$ cat src/rtl/vlane_pkg.sv
// vector lane package: operation, element width and unit encodings with element helpers
`default_nettype none

package vlane_pkg;

    localparam int DATA_W     = 64;              // lane datapath width
    localparam int LANES      = 8;               // lanes in the vector unit
    localparam int FU_ID_W    = $clog2(LANES);   // lane index width
    localparam int MAX_ELEM   = DATA_W / 8;      // elements per lane at SEW 8
    localparam int PIPE_DEPTH = 3;               // issue to result, in edges

    typedef logic [DATA_W-1:0]  data_t;          // operand or result
    typedef logic [FU_ID_W-1:0] fu_id_t;         // lane index

    typedef enum logic [4:0] {
        VADD = 5'd0, VSUB, VRSUB,                // wrapping
        VSADDU, VSADD, VSSUBU, VSSUB,            // saturating
        VMIN, VMINU, VMAX, VMAXU,
        VMSEQ, VMSNE, VMSLT, VMSLTU,             // mask producing
        VSLL, VSRL, VSRA,
        VMUL, VMULH, VMULHU,
        VAND, VOR, VXOR,
        VID, VMV,
        VNOP = 5'h1f                             // illegal encoding
    } vop_e;

    typedef enum logic [1:0] {SEW_8, SEW_16, SEW_32, SEW_64} sew_e;

    typedef enum logic [2:0] {
        UNIT_ADD, UNIT_CMP, UNIT_SHF, UNIT_MUL,
        UNIT_LOGIC, UNIT_ID, UNIT_MOVE, UNIT_NONE
    } unit_e;

    function automatic int unsigned sew_width(sew_e sew);
        return 32'd8 << sew;                     // 8, 16, 32, 64
    endfunction

    function automatic data_t elem_mask(int unsigned w);
        return (w >= DATA_W) ? '1 : (data_t'(1) << w) - 1'b1;
    endfunction

    // element idx of width w, sign or zero extended to 66 bits
    function automatic logic [65:0] elem_ext(data_t v, int unsigned idx, int unsigned w,
                                             logic sgn);
        data_t t;
        logic  neg;
        t   = (v >> (idx * w)) & elem_mask(w);
        neg = sgn & t[w-1];                      // element msb
        return neg ? {2'b11, t | ~elem_mask(w)} : {2'b00, t};
    endfunction

endpackage

`default_nettype wire

$ cat src/rtl/vlane_decode.sv
// lane decode: captures the issued instruction, classifies it and forwards it one stage
`timescale 1ns/1ns
`default_nettype none

module vlane_decode import vlane_pkg::*; (
    input  logic   clk_i,          // lane clock
    input  logic   rst_n_i,        // sync reset, active low
    input  logic   valid_i,        // issue strobe
    input  vop_e   op_i,
    input  sew_e   sew_i,
    input  data_t  vs1_i,          // second operand
    input  data_t  vs2_i,          // first operand
    input  fu_id_t fu_id_i,        // lane index
    output logic   dec_valid_o,
    output vop_e   dec_op_o,
    output unit_e  dec_unit_o,
    output sew_e   dec_sew_o,
    output data_t  dec_vs1_o,
    output data_t  dec_vs2_o,
    output logic   ex_valid_o,     // aligned with unit results
    output vop_e   ex_op_o,
    output unit_e  ex_unit_o,
    output sew_e   ex_sew_o,
    output data_t  ex_vs1_o,
    output data_t  ex_vs2_o,
    output fu_id_t ex_fu_id_o
);

    fu_id_t dec_fu_id;             // index waiting for the ex stage

    function automatic unit_e classify(vop_e op);
        case (op)
            VADD, VSUB, VRSUB, VSADDU, VSADD, VSSUBU, VSSUB: return UNIT_ADD;
            VMIN, VMINU, VMAX, VMAXU, VMSEQ, VMSNE, VMSLT, VMSLTU: return UNIT_CMP;
            VSLL, VSRL, VSRA:    return UNIT_SHF;
            VMUL, VMULH, VMULHU: return UNIT_MUL;
            VAND, VOR, VXOR:     return UNIT_LOGIC;
            VID:                 return UNIT_ID;
            VMV:                 return UNIT_MOVE;
            default:             return UNIT_NONE;   // unknown encoding
        endcase
    endfunction

    always_ff @(posedge clk_i) begin
        if (!rst_n_i) begin
            dec_valid_o <= 1'b0;
            dec_op_o    <= VNOP;
            dec_unit_o  <= UNIT_NONE;
            dec_sew_o   <= SEW_8;
            ex_valid_o  <= 1'b0;
            ex_op_o     <= VNOP;
            ex_unit_o   <= UNIT_NONE;
            ex_sew_o    <= SEW_8;
        end else begin
            dec_valid_o <= valid_i;
            ex_valid_o  <= dec_valid_o;
            if (valid_i) begin
                dec_op_o   <= op_i;
                dec_unit_o <= classify(op_i);
                dec_sew_o  <= sew_i;
            end
            if (dec_valid_o) begin                   // second copy for result stage
                ex_op_o   <= dec_op_o;
                ex_unit_o <= dec_unit_o;
                ex_sew_o  <= dec_sew_o;
            end
        end
    end

    always_ff @(posedge clk_i) begin
        if (valid_i) begin
            dec_vs1_o <= vs1_i;
            dec_vs2_o <= vs2_i;
            dec_fu_id <= fu_id_i;
        end
        if (dec_valid_o) begin
            ex_vs1_o   <= dec_vs1_o;
            ex_vs2_o   <= dec_vs2_o;
            ex_fu_id_o <= dec_fu_id;
        end
    end

    a_dec_sew_known: assert property (@(posedge clk_i) disable iff (!rst_n_i)
        dec_valid_o |-> !$isunknown(dec_sew_o));

endmodule

`default_nettype wire

$ cat config.mk
export PLATFORM = sky130hd
export DESIGN_NAME = vlane_decode
export DESIGN_NICKNAME = d
export VERILOG_FILES = /design/src/rtl/vlane_pkg.sv /design/src/rtl/vlane_decode.sv
export SDC_FILE = /design/constraint.sdc
export NUM_CORES = 1
export LEC_CHECK = 0
export BUFFER_PORTS_ARGS = -buffer_cell sky130_fd_sc_hd__buf_2
export CORE_AREA = 3 3 163 165
export CTS_BUF_LIST = sky130_fd_sc_hd__clkbuf_8
export CTS_CLUSTER_SIZE = 30
export DETAILED_ROUTE_END_ITERATION = 8
export DIE_AREA = 0 0 166 168
export PLACE_DENSITY = 0.65
export SYNTH_ARGS = -nofsm -noshare
export SYNTH_HDL_FRONTEND = slang
export SYNTH_SLANG_ARGS = --single-unit
$ cat constraint.sdc
create_clock -name clk_i -period 6.4 [get_ports clk_i]
set_input_delay 1.92 -clock clk_i [delete_from_list [all_inputs] [get_ports clk_i]]
set_output_delay 1.92 -clock clk_i [all_outputs]
set_load 0.02 [all_outputs]
==> impl_metrics.env <==
export IMPL_status="complete, no violations"
export IMPL_drive_above_1_share_pct=57.1
export IMPL_routedWlPerCell_um=19.0
export IMPL_startpoint_type="flop"
export IMPL_portBuffers=421
export IMPL_grt_first_pass_wirelength_mm=32.4
export IMPL_dp_cells=1096
export IMPL_yosysWarnings=0
export IMPL_hold_buffers=0
export IMPL_highest_layer="met5"
export IMPL_synth_edf_count=262
export IMPL_p_per_area_nw_per_um2=330
export IMPL_fmax_mhz=294
export IMPL_met1_length_mm=7.99
export IMPL_crit_fanout=34
export IMPL_drv_cap=0
export IMPL_fp_dieArea_sq_um=27900
export IMPL_crit_chain="buf_2"
export IMPL_critPathTopFamily="flip-flops"
export IMPL_hold_viol=0
export IMPL_cp_end_kind="output port"
export IMPL_cts_buffers=46
export IMPL_max_stage_delay_ns=0.67
export IMPL_synth_area_leader_cell="edfxtp_1"
export IMPL_tightest_slew_ns=0.813
export IMPL_clockBufferDepth=3
export IMPL_core_sq_um=25200
export IMPL_finClkSkew_ns=0.0126
export IMPL_ctsHtreeMaxLevel=2
export IMPL_arrival_ns=1.48
export IMPL_synth_top_area_share_pct=90.0
export IMPL_clock_sinks=284
export IMPL_placed_area_sq_um=11300
export IMPL_critPathRequiredTime_ns=4.48
export IMPL_synthFlopType="edfxtp_1"
export IMPL_initial_core_util_pct=34.7
export IMPL_layout_setup_ws_ns=3.00
export IMPL_slowest_stage="dfxtp_4"
export IMPL_final_setup_tns_ns=0
export IMPL_path_class="flop to output port"
export IMPL_synth_common_cells="edfxtp_1 (262), dfxtp_1 (22), mux2i_1 (17)"
export IMPL_avgSynthCellArea_sq_um=25.3
export IMPL_postRouteAntennaNets=0
export IMPL_first_iter_violations=320
export IMPL_worstSkewPairLatency_ns=0.53
export IMPL_peakVddDrop_mv=0.151
export IMPL_num_vias=5074
export IMPL_hold_class="flop to flop"
export IMPL_antenna_found_initial=10
export IMPL_io_pins=422
export IMPL_fin_area_sq_um=12000
export IMPL_synth_area_top_cells="edfxtp_1 (90%), dfxtp_1 (5.0%), mux2i_1 (1.9%), nand2_1 (0.60%), nor2b_1 (0.43%)"
export IMPL_firstDrtPassIters=4
export IMPL_reg2reg_slack_ns=4.55
export IMPL_dp_hpwl_mm=16.6
export IMPL_period_needed_ns=3.40
export IMPL_finalWirelength_mm=22.3
export IMPL_drv_slew=0
export IMPL_netlist_area_sq_um=8740
export IMPL_grt_usage_pct=15.2
export IMPL_critPathLaunch="dec_valid_o$_SDFF_PN0_"
export IMPL_ff2ff_path_depth=3
export IMPL_wl_met2_mm=11.3
export IMPL_synth_distinct_cells=24
export IMPL_rsz0062_at_grt="no"
export IMPL_grt_overflow=0
export IMPL_grt_pass1_vias=5272
export IMPL_place_ws_ns=2.88
export IMPL_dr_wl_met3_mm=2.17
export IMPL_path_buf_inv=1
export IMPL_finalPower_mw=3.98
export IMPL_async_reset_ff_share_pct=0
export IMPL_r2r_end="ex_op_o[3]$_SDFFE_PN1P_"
export IMPL_drc=0
export IMPL_setup_viol=0
export IMPL_area_growth_pct=37.8
export IMPL_die_h_um=168
export IMPL_grt_max_degree=69
export IMPL_r2r_start="dec_valid_o$_SDFF_PN0_"
export IMPL_post_synth_top_count_cell="edfxtp_1"
export IMPL_cts_tree="done"
export IMPL_hold_path_end="ex_fu_id_o[2]$_DFFE_PP_"
export IMPL_seq_area_frac_synth_pct=95.1
export IMPL_synth_net_count=487
export IMPL_instances_no_fill=1174
export IMPL_slew_headroom_pct=45.8
export IMPL_synth_seq_cells=284
export IMPL_cts_setup_buffers=0
export IMPL_power_leakage_nw=4.98
export IMPL_cts_root_buf="clkbuf_8"
export IMPL_holdPathStages=0
export IMPL_cts_resized=0
export IMPL_hold_path_startpoint="dec_fu_id[2]$_DFFE_PP_"
export IMPL_vias_per_cell=4.32
export IMPL_path_clk_slew_ns=0.06
export IMPL_std_cell_rows=58
export IMPL_nets=955
export IMPL_die_w_um=166
export IMPL_synthesis_instances=346
export IMPL_gp_congestion=0.819
export IMPL_period_share_pct=53.2
==> where the power goes <==
group	total (mW)	leakage (nW)	switching, mW	internal [mW]
Clock	1.32	0.454	0.650	0.674
Combinational	0.405	1.83	0.279	0.126
Sequential	2.25	2.69	0.0593	2.19
==> logic make-up (layout without fill, tap and decap cells) <==
kind of cell           after synthesis  after routing  synth area share (%)
DFF                                284            284                  95.1
and+or+nand+nor                     27             27                  1.59
muxes                               17             17                  1.95
AOI/OAI and AO/OA                   12             12                  1.06
buffers and inverters                6            501                 0.329
other                                0              3                     0
==> worst max path at each step <==
stage                                       endpoint  depth (start not counted)
final                                    dec_valid_o                          1
after global routing                     dec_valid_o                          1
after CTS                                dec_valid_o                          1
after detailed placement  dec_unit_o[0]$_SDFFE_PN1P_                          5
after global placement    dec_unit_o[0]$_SDFFE_PN1P_                          5
after floorplan                          dec_valid_o                          0
==> through the flow <==
| step | utilization [%] | hold WS, ns |
|---|---|---|
| finish | 47.8 | 0.425 |
| global route | 47.8 | 0.442 |
| CTS | 47.8 | 0.428 |
| detailed placement | 44.8 | 0.415 |
| global placement | 44.8 | 0.401 |
| floorplan | - | 0.400 |
==> state kept, by name, summed over array words and instances, names as in the netlist <==
register and cells:
ex_unit_o 3, ex_op_o 5, ex_sew_o 2, dec_fu_id 3, dec_op_o 5, dec_unit_o 3, ex_valid_o 1, dec_vs1_o 64
dec_sew_o 2, dec_vs2_o 64, ex_fu_id_o 3, ex_vs2_o 64, dec_valid_o 1, ex_vs1_o 64
==> layer usage <==
| layer | global-route usage, % | vias to the layer above |
|---|---|---|
| met3 | 6.48 | 71 |
| met5 | 0 | - |
| met2 | 26.2 | 281 |
| li1 | - | 2309 |
| met4 | 6.69 | 14 |
| met1 | 16.4 | 2399 |
==> cell type report <==
class	count	area, sq um
Inverter	1	3.75
Multi-Input combinational cell	56	402
Clock buffer	47	647
Tap cell	330	413
Antenna cell	3	7.51
Fill cell	2177	13100
Clock inverter	28	118
Sequential cell	284	8310
Timing Repair Buffer	425	2140
==> cell usage in the layout, fill, tap and decap left out, types with 2 or more instances in the layout <==
cell type  netlist  routed
buf_4            1       4
dfxtp_1         22      21
o211ai_1         2       2
o21ai_0          2       2
diode_2          0       3
clkinv_2         0       3
nor2b_1          6       6
buf_2            2     420
clkinv_1         0       6
inv_1            1      18
clkbuf_8         0      47
mux2i_1         17      17
a21boi_0         2       2
and2_1           2       2
nand2_1         14      14
edfxtp_1       262     262
Note: power is estimated with default switching activity, not from simulation.
